`config.mk`:
```
export PLATFORM = sky130hd
export DESIGN_NAME = led_timebase
export DESIGN_NICKNAME = d
export VERILOG_FILES = /design/src/verilog/lb_consts.svh /design/src/verilog/lb_pkg.sv /design/src/verilog/led_timebase.sv
export SDC_FILE = /design/constraint.sdc
export NUM_CORES = 1
export LEC_CHECK = 0
export BUFFER_PORTS_ARGS = -buffer_cell sky130_fd_sc_hd__buf_2
export CORE_MARGIN = 1
export CORE_UTILIZATION = 30
export CTS_CLUSTER_DIAMETER = 30
export DETAILED_ROUTE_END_ITERATION = 6
export PLACE_DENSITY = 0.52
export SLEW_MARGIN = 30
export SYNTH_ARGS = -nofsm -noshare
export SYNTH_HDL_FRONTEND = slang
export SYNTH_SLANG_ARGS = --single-unit
```
`constraint.sdc`:
```
create_clock -name clk -period 1.5 [get_ports clk]
set_input_delay 0.225 -clock clk [delete_from_list [all_inputs] [get_ports clk]]
set_output_delay 0.225 -clock clk [all_outputs]
set_load 0.01 [all_outputs]
```
`src/verilog/lb_consts.svh`:
```
// Shared constants for the local-bus register slave
// Include wherever address fields, channel count or ROM rule are needed
`ifndef LB_CONSTS_SVH
`define LB_CONSTS_SVH

// Number of LED PWM channels, 1 to 8
`define LB_N_LED 4

// Region field of the bus address
`define LB_REGION_MSB 23
`define LB_REGION_LSB 16
`define LB_REGION_MIRROR 8'h00
`define LB_REGION_RXMAC 8'h03
`define LB_REGION_BANK 8'h11
`define LB_REGION_DUTY 8'h12

// Addresses xxx800 to xxxfff select the config ROM
`define LB_ROM_SEL_BIT 11

// Local register indices
`define LB_IDX_LED_USER 4'd1
`define LB_IDX_HBANK 4'd5
`define LB_IDX_DUTY0 8

// Mirror and ROM geometry, ROM word k is k ^ seed
`define LB_MIRROR_AW 5
`define LB_ROM_AW 11
`define LB_ROM_SEED 16'hc3a5

// Read fill values
`define LB_BAD_DATA 32'hdeadbeef
`define LB_BANK_DEFAULT "zzzz"

`endif

```
`src/verilog/lb_pkg.sv`:
```
// Types shared by the local-bus slave modules
// Import with lb_pkg::* in the module header
package lb_pkg;

	// 24-bit local bus address
	typedef logic [23:0] lb_addr_t;

	// 32-bit local bus data, both directions
	typedef logic [31:0] lb_data_t;

	// LED duty factor, scaled by four against the phase
	typedef logic [7:0] duty_t;

	// PWM phase, one period is 1024 cycles
	typedef logic [9:0] pwm_phase_t;

	// One bus cycle's request
	// strobe qualifies the cycle, rd picks read or write
	typedef struct packed {
		logic     strobe;
		logic     rd;
		lb_addr_t addr;
		lb_data_t wdata;
	} lb_req_t;

endpackage

```
`src/verilog/led_timebase.sv`:
```
// Shared PWM timebase for all LED channels
// Free-running 10-bit phase, a tick on every wrap, and an uptime count of ticks
`timescale 1ns/10ps

module led_timebase
	import lb_pkg::*;
(
	input  logic       clk,
	input  logic       rst_n,
	output pwm_phase_t phase,
	output logic       tick,
	output lb_data_t   uptime
);

	// One bit wider than the phase so the carry falls out
	logic [10:0] phase_next;

	assign phase_next = {1'b0, phase} + 11'd1;

	// Phase counter, tick is the registered carry
	always_ff @(posedge clk or negedge rst_n) begin
		if (!rst_n) begin
			phase <= '0;
			tick  <= 1'b0;
		end else begin
			{tick, phase} <= phase_next;
		end
	end

	// Uptime in whole PWM periods
	// wraps after about ten hours at 125 MHz
	always_ff @(posedge clk or negedge rst_n) begin
		if (!rst_n) begin
			uptime <= '0;
		end else if (tick) begin
			uptime <= uptime + 32'd1;
		end
	end

endmodule
```
# [Word-level counts from Yosys, hierarchy flattened]
# Index checks and enable logic that the tools add are counted.
[op_classes] n_addsub=2
[op_table] cell="adder 32 x 1 -> 32 bit, second input constant" count=1
[op_table] cell="adder 10 x 1 -> 11 bit, second input constant" count=1
[word_totals] reg_bits=43 in_bits=2

# [Logic depth before layout (Yosys ltp)]
# Gate-level depths: netlist of run 1.
[depth] depth_word=1 depth_mapped=5

# [Least setup slack after synthesis of run 1]
# OpenSTA, ideal clock, no wires.
[synth_path] path_type="reg2reg" from="reg uptime[0]" to="reg uptime[28]" setup_ns=0.125 t_arrival_ns=1.498 setup_slack_ns=-0.123 stages_incl_launch_ff=6 path_cell_list="dfrtp_1 -> ha_1 -> nand4_1 -> nor4_4 -> nand4_1 -> xnor2_1"
[synth_via] elab_chain_cells=1
[synth_lines] item="start: declaration" line_no="led_timebase.sv:12" source="output lb_data_t uptime"
[synth_lines] item="start signal: assignment" line_no="led_timebase.sv:36" source="uptime <= uptime + 32'd1;"
[synth_lines] item="adder 32 x 1 -> 32 bit" line_no="led_timebase.sv:36"
# Every way passes these cells.
# A chain may end at the register's enable or synchronous reset.

# [Worst setup path in the final report of run 1]
[layout_path] from="reg uptime[1]" to="out uptime[1]"
# No word-level cell between the ends.

==> results of run 1 <==
==> worst max-delay path, stage by stage (launching register included) <==
cell and delay, ns:
sky130_fd_sc_hd__dfrtp_1 0.41, sky130_fd_sc_hd__buf_4 0.15, sky130_fd_sc_hd__buf_4 0.12, sky130_fd_sc_hd__buf_4 0.12, sky130_fd_sc_hd__buf_2 0.13
==> power breakdown <==
group	internal (mW)	total (mW)	switching (mW)	leakage, nW
clock	0.331	0.713	0.382	0.0395
combinational	0.00781	0.0313	0.0235	0.750
sequential	1.16	1.16	0	0.583
total	1.50	1.90	0.405	1.37
==> cells in the mapped netlist (all sizes together) <==
cell    count
dfrtp      43
xnor2      30
nand3      15
nand4      12
nand2      11
xor2        9
and4        6
nor2        5
and3        4
nor4        3
and2        2
ha          2
inv         2
nor3        2
clkbuf      1
mux2        1
==> path summary, 6_finish.rpt <==
path	to	slack, ns	cells after the start
worst max-delay path	uptime[1]	0.04	4
worst min-delay path	uptime[6]	0.41	2
worst max register to register	uptime[12]	0.05	6
worst min register to register	uptime[31]	0.47	1
max in group asynchronous	uptime[15]	0.60	3
min in group clk	uptime[31]	0.47	1
==> state kept, by name, indices dropped and copies added, names as in the netlist <==
name / cells
uptime: 32
tick: 1
phase: 10
==> area by class of cell <==
type                            count  area, um^2  share of cell area
Sequential cell                    43        1080               0.417
Clock buffer                        8        80.1              0.0310
Tap cell                           75        93.8              0.0363
Multi-Input combinational cell    102         827               0.320
Inverter                            2        7.51             0.00290
Timing Repair Buffer               78         498               0.193
==> repair_timing <==
item | 4_1_cts | 5_1_grt
pin swaps | 0 | 8
hold endpoints to repair | 18 | 0
setup endpoints to repair | 2 | 19
buffers inserted | 0 | 6
resized for setup | 2 | 13
hold buffers | 1 | 0
cloned | 0 | 1
==> through the flow <==
stage | cell area (um^2) | setup slack, ns
final | 2580 | 0.0383
after global routing | 2580 | -0.0758
after CTS | 2460 | 0.0159
after detailed placement | 2370 | 0.0108
after global placement | 2370 | 0.0250
after floorplan | 1850 | -0.101
==> cells by family after synthesis <==
| logic type | share of synthesized area |
|---|---|
| muxes | 0.00610 |
| buffers and inverters | 0.00610 |
| xor gates and xnor gates | 0.185 |
| DFF | 0.583 |
| and+or+nand+nor | 0.206 |
| adders and majority gates | 0.0136 |
==> per-layer routing <==
metal | wire, um | track usage | up-vias
li1 | - | - | 680
met1 | 1820 | 0.163 | 691
met2 | 1780 | 0.188 | 29
met3 | 157 | 0.0352 | 7
met4 | 89 | 0.0696 | 0
met5 | 0 | 0 | -
==> run summary, run 1 <==
The clock slew at the register clock pins of the worst setup and hold paths came out at 0.08 ns. The detailed placement HPWL came out at 2.68 mm. Setup repair after global routing could not meet its margin everywhere. The total power density per cell area came out at 736 nW/um^2.

The sum of routed wire length over all layers came out at 3.85 mm. The worst setup path is of the register to primary output kind. The floorplan step set the die width to 80.4 um. The sequential share of the synthesized area came out at 0.583. The net count after synthesis is 152. The post-route non-filler standard cell count came out at 308. The final weighted congestion in routability-driven placement came out at 0.676. The number of DRC markers in iteration 0 is 60. The number of nets with antenna violations after routing is 0. The routed layout has 1407 vias. The final antenna diode count came out at 0. The category of the worst setup path launch point is a register. Yosys attributes the largest share of cell area to sky130_fd_sc_hd__dfrtp_1 58%, sky130_fd_sc_hd__xnor2_1 14%, sky130_fd_sc_hd__xor2_1 4.3%, sky130_fd_sc_hd__nand3_1 4.1%, sky130_fd_sc_hd__nand4_1 3.4%. The netlist uses 19 different library cells.

The area of the mapped netlist is 1850 um^2. The number of max-capacitance violations reported came out at 0. The region available for standard cell placement spans 5920 um^2.

The run finished with clean final reports. The reg-to-reg critical path startpoint is uptime[1]. The post-route fraction of the period consumed by the critical path came out at 0.974. The path class of the tightest hold or removal check is primary input to asynchronous set/reset pin. The count of synthesis-stage warnings from yosys came out at 0. In this run the worst path has a maximum fanout of 2. The worst setup path is captured at a primary output. Entering global routing, the biggest net connects 26 pins. The most common cell after layout, fill and taps aside is sky130_fd_sc_hd__buf_2. The die area is 6470 um^2. The placed cell count is 292. Summed over all instances, the cell type with the most area after synthesis is sky130_fd_sc_hd__dfrtp_1. Across the VDD grid, the largest voltage drop is 0.000430 V. The headroom to the max-slew limit came out at 0.691. The number of nets in the finished design came out at 236. The slew of the pin with the lowest slew margin is 0.463 ns. The leakage power came out at 1.37 nW. The CTS tree is done. At the worst endpoint, the required time is 1.27 ns.

The signed area change from the synthesized netlist to the final layout is 40.1%. The floorplan has 28 rows. The arrival time of the worst setup path is 1.24 ns. The clock latency on the worst-skew pair came out at 0.30 ns. For this run, the share of the core covered by cells in the final layout is 0.437.

CTS placed an instance of sky130_fd_sc_hd__clkbuf_8 at the clock tree root. The final sum of negative setup slack came out at 0 ns. The synthesized area per cell came out at 12.5 um^2.

The total global routing overflow is 0. The H-tree level count came out at 2. The count of final hold-check violations came out at 0. The via count of the first global-routing pass came out at 1330.

The cell count after synthesis came out at 148. The power consumption is 1.90 mW. The number of top-level design ports came out at 45. The highest clock frequency the design can meet came out at 684 MHz. The effective utilization at floorplan is 0.312.

The wire length of the first global-routing pass came out at 6.02 mm. In the global route stage, overall resource usage came out at 0.126. The CTS sink count came out at 43. Dividing the detail-routed via count by the number of cells gives 4.57. The setup clock skew after layout came out at 0.00522 ns. The number of clock buffers inserted by TritonCTS is 5.

The final-report max-slew violation count is 0. The fraction of post-synthesis cell area in the top cell type by area is 0.583. Tracing the worst setup path back leads to its startpoint at uptime[1]. Leaving out fill and tap cells, the most frequent cells in the layout are 44 x sky130_fd_sc_hd__buf_2, 41 x sky130_fd_sc_hd__dfrtp_1, 30 x sky130_fd_sc_hd__buf_4.

The number of detailed-routing iterations run before antenna repair came out at 4. The worst hold slack is 0.408 ns. The filler cell count in the final layout is 587. The total of endpoints with negative setup slack in the final report came out at 0. The average wire per cell in the routed design came out at 12.5 um.

The register bit count reported by yosys came out at 43. The buffer levels on the longest clock path came out at 2. Port buffering added 44 buffers. The final critical path time including I/O delays and setup is 1.46 ns. The number of antenna violations at the first check in global routing was 0. The vertical extent of the die came out at 80.4 um.

The proportion of layout cells with a drive suffix above 1 came out at 0.421. The detailed-route DRC error count is 0.
No activity file was read; power rests on OpenSTA's default activity.
==> inputs of run 2 (changes only) <==
- CORE_MARGIN: 1 -> default
- CORE_UTILIZATION: 30 -> 47
- HOLD_SLACK_MARGIN: default -> 0.12
- PLACE_DENSITY: 0.52 -> 0.74
==> run 2 against run 1 <==
  * Critical path depth is 1 higher
  * Largest cell class unchanged
  * Clock skew is 0.0014 ns higher
  * Register-to-register slack worse by 0.07 ns
  * The flow now finishes with violations (setup timing)
  * Flip-flop and latch count stayed put
  * Core utilization is 24 points higher
  * Final cell count is 12% lower
  * Design area is 2.9% lower
  * Wire length hardly changed
  * Total power is 19% higher
==> run summary, run 2 (same netlist as run 1, synthesis figures left out) <==
The run finished, with violations left. The final reports fail on setup timing. The x dimension of the die came out at 64.7 um (-20%). The multi-input combinational cell area is 796 um^2 (-3.8%). The number of nets with antenna violations after routing is 0 (unchanged). The logic gate share of total power came out at 0.014 (-0.002).

The via count of the first global-routing pass is 1367 (+2.8%). The proportion of layout cells with a drive suffix above 1 came out at 0.420 (-0.000958). The switching power came out at 425 uW (+5.0%). The headroom to the max-slew limit came out at 0.680 (-0.0113). The number of DRC markers in iteration 0 was 70 (+17%). The core box area came out at 3720 um^2 (-37%). The worst vdd rail ir drop came to 0.000590 V (+37%). TritonCTS built the clock tree. The global-route usage over all layers is 0.206 (+0.0804). The maximum number of pins on one net before global-route repair is 25 (-3.8%). The power share of the clock group is 0.473 (+0.098). The final weighted congestion in routability-driven placement is 0.789 (+17%). The number of flip-flops in the largest register came out at 32 (unchanged). The buffer levels on the longest clock path came out at 2 (unchanged). The mean number of vias per cell is 5.08 (+11%). The filler cell count in the final layout is 293 (-50%). The sequential cell area in the final layout is 1080 um^2 (+0.12%).

The post-route fraction of the period consumed by the critical path is 1.01 (+0.0380). The number of detailed-routing iterations run before antenna repair came out at 4 (unchanged). The final critical path time including I/O delays and setup was 1.52 ns (+0.0570 ns). The critical path data required time is 1.71 ns (+0.44 ns). The worst register-to-register path ends at uptime[19].

The number of top-level design ports is 45 (unchanged). The clock latency on the worst-skew pair is 0.30 ns (about the same). Setup repair after global routing could not meet its margin everywhere.

By startpoint and endpoint, the worst setup path is classified as register to register. The count of final hold-check violations was 0 (unchanged). The total of endpoints with negative setup slack in the final report came out at 2 (+2). The setup clock skew after layout came out at 0.00658 ns (+0.00136 ns). The setup slack of the worst register-to-register path came out at -0.02 ns (-0.07 ns). The effective utilization at floorplan is 0.497 (+0.185). The number of antenna violations at the first check in global routing came out at 0 (unchanged).

The register share of total power came out at 0.513 (-0.096). The worst hold slack is 0.412 ns (+0.00441 ns). The number of max-capacitance violations reported is 0 (unchanged). The count of buffers inserted at the top-level ports came out at 44 (unchanged).

The arrival time of the worst setup path is 1.73 ns (+0.49 ns). The detailed-route DRC error count is 0 (unchanged). The total global routing overflow is 0 (unchanged).

The H-tree level count is 2 (unchanged). The worst hold path belongs to the class primary input to asynchronous set/reset pin. The post-route worst setup slack came out at -0.0187 ns (-0.0570 ns).

The final antenna diode count came out at 0 (unchanged). The endpoint class of the critical path is a register. The library cells used most frequently in the layout, excluding fill and tap cells, are 44 x sky130_fd_sc_hd__buf_2, 40 x sky130_fd_sc_hd__dfrtp_1, 30 x sky130_fd_sc_hd__xnor2_1. The switching share of power was 0.189 (-0.0243). The number of cell instances on the worst register-to-register path is 5 (-1). The sum of routed wire length over all layers was 3.84 mm (about the same).

The clock slew at the register clock pins of the worst setup and hold paths is 0.08 ns (about the same). The die area is 4180 um^2 (-35%). The largest fanout of any net on the critical path is 5 (+3). The wire length of the first global-routing pass came out at 6.32 mm (+5.1%). The leakage power is 1.32 nW (-3.5%).

The final-report max-slew violation count is 0 (unchanged). The top register by number of flip-flops is uptime. The worst register-to-register path begins at uptime[2]. The CTS sink count came out at 43 (unchanged). The most common cell after layout, fill and taps aside is sky130_fd_sc_hd__buf_2.

The fraction of the core area covered by cells at the end of the flow is 0.675 (+0.239). The category of the worst setup path launch point is a register. The highest clock frequency the design can meet was 658 MHz (-3.8%). The signed area change from the synthesized netlist to the final layout came out at 36.0%. The slew of the pin with the lowest slew margin came out at 0.480 ns (+0.0170 ns). The total number of placement rows is 22 (-21%). The tree is rooted in a sky130_fd_sc_hd__clkbuf_8. The total power density per cell area is 898 nW/um^2 (+22%). The average wire per cell in the routed design came out at 14.1 um (+13%). The internal power consumption is 1.83 mW (+22%). The vertical extent of the die is 64.7 um (-20%). The number of clock buffers inserted by TritonCTS was 5 (unchanged).

The count of vias placed by the detailed router was 1382 (-1.8%). The number of nets in the finished design is 227 (-3.8%). The detailed placement HPWL came out at 2.70 mm (+0.81%).

In the final layout, the registers with the most flip-flops are uptime (32), phase (10), tick (1).
==> run 2: how the worst max path moves through the flow <==
stage | start | end | cells after the start
detailed placement | uptime[3] | uptime[19] | 5
finish | uptime[2] | uptime[19] | 5
CTS | uptime[7] | uptime[26] | 5
global route | uptime[15] | uptime[26] | 4
floorplan | uptime[1] | uptime[28] | 5
global placement | uptime[1] | uptime[12] | 6
==> run 2: metal layers <==
metal,GRT usage,up-vias,share of wire,wire length (um)
met4,0.0917,0,0.019,72
met1,0.247,675,0.45,1730
met3,0.0722,7,0.038,146
met2,0.336,33,0.49,1900
met5,0,-,0,0
li1,-,667,-,-
==> run 2: what timing repair did <==
item / in CTS / in global routing
cloned: 0 / 1
pin swaps: 1 / 6
resized for setup: 3 / 11
hold endpoints to repair: 19 / 0
buffers inserted: 0 / 7
hold buffers: 1 / 0
endpoints found under the setup margin: 8 / 20
==> run 2: final cells by class <==
class,instances,area share
Inverter,2,0.00299
Clock inverter,3,0.0269
Timing Repair Buffer,69,0.171
Clock buffer,5,0.0274
Sequential cell,43,0.430
Tap cell,48,0.0239
Multi-Input combinational cell,102,0.317
==> run 2: worst max-delay path, stage by stage (launching register included) <==
cell and delay, ns:
sky130_fd_sc_hd__dfrtp_1 0.43, sky130_fd_sc_hd__nand4_2 0.16, sky130_fd_sc_hd__nor4_4 0.35, sky130_fd_sc_hd__buf_6 0.18, sky130_fd_sc_hd__nand4_1 0.11, sky130_fd_sc_hd__xnor2_1 0.21
==> run 2: power by group through the flow <==
stage	combinational [mW]	sequential [mW]	clock (mW)
floorplan	0.000000312	1.18	0
global placement	0.0297	1.18	0
detailed placement	0.0312	1.18	0
CTS	0.0331	1.16	1.08
global route	0.0368	1.16	1.14
finish	0.0306	1.16	1.07
==> run 2: stage by stage <==
step	setup WS [ns]	setup TNS [ns]	instance area, um^2	power (mW)	cells
global placement	0.0498	0	2260	1.21	255
detailed placement	-0.0143	-0.0173	2260	1.21	255
CTS	-0.00749	-0.0139	2410	2.27	264
finish	-0.0187	-0.0219	2510	2.25	272
floorplan	-0.101	-0.987	1850	1.18	148
global route	-0.107	-1.09	2510	2.34	272
==> inputs of run 3 (changes only) <==
- BUFFER_PORTS_ARGS: -buffer_cell sky130_fd_sc_hd__buf_2 -> default
- CORE_UTILIZATION: 47 -> 55
- DONT_BUFFER_PORTS: default -> 1
- PLACE_DENSITY: 0.74 -> 0.73
==> run 3 against run 2 <==
  * The run still ends with setup timing left
  * Critical path depth is 1 higher
  * Sequential power hardly changed
  * Core utilization is 8.3 points higher
  * Wire length is 5.3% lower
  * Worst setup slack better by 0.014 ns
  * Fmax is 0.94% higher
  * Hold slack worse by 0.076 ns
  * Flip-flop and latch count stayed put
  * Register-to-register slack hardly changed
==> run summary, run 3 (same netlist as run 1, synthesis figures left out) <==
In this run the critical register-to-register path is captured at uptime[23]. The core box area came out at 3130 um^2 (-16%). The total global routing overflow is 0 (unchanged). The number of nets with antenna violations after routing is 0 (unchanged). Setup repair after global routing could not meet its margin everywhere.

The number of flip-flops in the largest register came to 32 (unchanged). The final reports fail on setup timing. The critical path class is register to register. The number of antenna violations at the first check in global routing came out at 0 (unchanged).

The number of nets in the finished design is 201 (-11%). The sum of routed wire length over all layers came out at 3.64 mm (-5.3%). The count of final hold-check violations came to 0 (unchanged). The worst vdd rail ir drop came out at 0.000535 V (-9.3%).

The clock root buffer is sky130_fd_sc_hd__clkbuf_4. The internal power consumption was 1.69 mW (-7.8%). The fraction of the core area covered by cells at the end of the flow is 0.758 (+0.0830).

The post-route non-filler standard cell count came out at 242 (-11%). The flow ran to the end, but the final reports show violations. The die area came out at 3590 um^2 (-14%). The library cell used most frequently in the layout, excluding fill and tap cells, is sky130_fd_sc_hd__dfrtp_1. The number of cell instances on the worst register-to-register path is 6 (+1). The post-route fraction of the period consumed by the critical path is 1.00 (-0.00946). The clock slew at the register clock pins of the worst setup and hold paths was 0.12 ns (+0.04 ns).

The global-route usage over all layers is 0.215 (+0.00879). The number of top-level design ports is 45 (unchanged). The number of DRC markers in iteration 0 is 58 (-17%). The category of the worst setup path launch point is a register. The worst min-delay path category is primary input to asynchronous set/reset pin.

The wire length of the first global-routing pass is 5.59 mm (-12%). The buffer levels on the longest clock path is 2 (unchanged). The final-report max-slew violation count is 0 (unchanged). The largest fanout of any net on the critical path is 4 (-1).

The number of detailed-routing iterations run before antenna repair is 5 (+1). The final weighted congestion in routability-driven placement is 0.766 (-2.9%). The top register by number of flip-flops is uptime. The switching power came out at 370 uW (-13%). The effective utilization at floorplan is 0.590 (+0.0934).

The final antenna diode count is 0 (unchanged). The CTS sink count came out at 43 (unchanged). The setup slack of the worst register-to-register path is -0.005 ns (about the same). The critical path data required time is 1.76 ns (+0.05 ns). The signed area change from the synthesized netlist to the final layout is 28.5%. The power share of the clock group came out at 0.422 (-0.051). The count of buffers inserted at the top-level ports is 0 (-100%). The post-placement setup slack is 0.0131 ns (+0.0274 ns).

The total power density per cell area is 867 nW/um^2 (-3.5%). The detailed placement HPWL came out at 2.54 mm (-5.8%). The headroom to the max-slew limit came out at 0.803 (+0.123). The total number of placement rows came to 20 (-9.1%). The maximum number of pins on one net before global-route repair came to 44 (+76%). The proportion of layout cells with a drive suffix above 1 is 0.303 (-0.117).

The x dimension of the die came out at 59.9 um (-7.3%). The number of max-capacitance violations reported came out at 0 (unchanged). The final critical path time including I/O delays and setup is 1.50 ns (-0.0142 ns). The post-route worst setup slack was -0.00452 ns (+0.0142 ns). The arrival time of the worst setup path is 1.76 ns (+0.03 ns). STA classifies the critical path endpoint as a register. The highest clock frequency the design can meet is 665 MHz (+0.94%). The H-tree level count was 2 (unchanged). The reg-to-reg critical path startpoint is uptime[7]. The setup clock skew after layout was 0.00664 ns (+0.0000576 ns). The via count of the first global-routing pass came to 1206 (-12%). The switching share of power is 0.180 (-0.00878). The total of endpoints with negative setup slack in the final report is 1 (-1). The logic gate share of total power came out at 0.014 (about the same). The slew of the pin with the lowest slew margin came to 0.292 ns (-0.188 ns). The mean number of vias per cell is 5.31 (+4.5%). The placed cell count is 225 (-12%).

The largest registers in the layout are uptime (32), phase (10), tick (1). The leakage power came out at 1.20 nW (-9.7%). The register share of total power is 0.564 (+0.051). The vertical extent of the die is 59.9 um (-7.3%). The top cell types in the final layout, fill and taps aside, are 41 x sky130_fd_sc_hd__dfrtp_1, 38 x sky130_fd_sc_hd__buf_4, 30 x sky130_fd_sc_hd__xnor2_1. The number of clock buffers inserted by TritonCTS came out at 5 (unchanged).

The detailed-route DRC error count came to 0 (unchanged). TritonCTS built the clock tree. The clock latency on the worst-skew pair is 0.34 ns (+0.04 ns). The average wire per cell in the routed design came out at 15.0 um (+6.4%). The count of vias placed by the detailed router came out at 1285 (-7.0%).
## run 3: power groups by stage
stage	logic (mW)	registers (mW)	clock network (mW)
finish	0.0287	1.16	0.869
detailed placement	0.000000492	1.18	0
CTS	0.0308	1.16	0.892
floorplan	0.000000312	1.18	0
global placement	0.000000492	1.18	0
global route	0.0343	1.16	0.931
## run 3: critical path, stage by stage, from the launching register on
cell and delay [ns]:
sky130_fd_sc_hd__dfrtp_1 0.42, sky130_fd_sc_hd__nand4_4 0.16, sky130_fd_sc_hd__nor4_4 0.28, sky130_fd_sc_hd__buf_6 0.14
sky130_fd_sc_hd__buf_4 0.12, sky130_fd_sc_hd__nand3_1 0.09, sky130_fd_sc_hd__xnor2_1 0.20
## run 3: timing repair
| action | 4_1_cts | 5_1_grt |
|---|---|---|
| endpoints found under the setup margin | 3 | 14 |
| resized for setup | 2 | 8 |
| pin swaps | 0 | 3 |
| buffers inserted | 0 | 7 |
| hold buffers | 2 | 0 |
| hold endpoints to repair | 43 | 0 |
## run 3: worst max-delay path by stage
stage | from | end | slack, ns | depth (start not counted)
after floorplan | uptime[1] | uptime[28] | -0.10 | 5
after global placement | uptime[1] | uptime[12] | 0.05 | 6
after detailed placement | uptime[10] | uptime[16] | 0.01 | 5
after CTS | uptime[0] | uptime[12] | 0.002 | 6
after global routing | uptime[1] | uptime[22] | -0.11 | 6
final | uptime[7] | uptime[23] | -0.005 | 6
## run 3: area by class of cell
| cell class | instances | area [um^2] |
|---|---|---|
| timing repair buffer | 43 | 349 |
| clock buffer | 6 | 41.3 |
| multi-input combinational | 102 | 781 |
| inverter | 2 | 7.51 |
| sequential | 43 | 1080 |
| tap | 44 | 55.1 |
| fill | 221 | 756 |
| clock inverter | 2 | 60.1 |
## run 3: metrics by stage
step           setup TNS, ns  power (mW)  cell area (um^2)  hold WS (ns)
2_1_floorplan         -0.987        1.18              1850       -0.0706
3_3_place_gp               0        1.18              2150       -0.0698
3_5_place_dp               0        1.18              2150       -0.0696
4_1_cts                    0        2.08              2290         0.329
5_1_grt               -0.980        2.12              2370         0.342
6_report            -0.00452        2.06              2370         0.337
## run 3: per-layer routing
metal	vias up	GRT usage	share of wire
li1	617	-	-
met1	625	0.271	0.43
met2	41	0.343	0.51
met3	2	0.0758	0.061
met4	0	0.0764	0.0052
met5	-	0	0
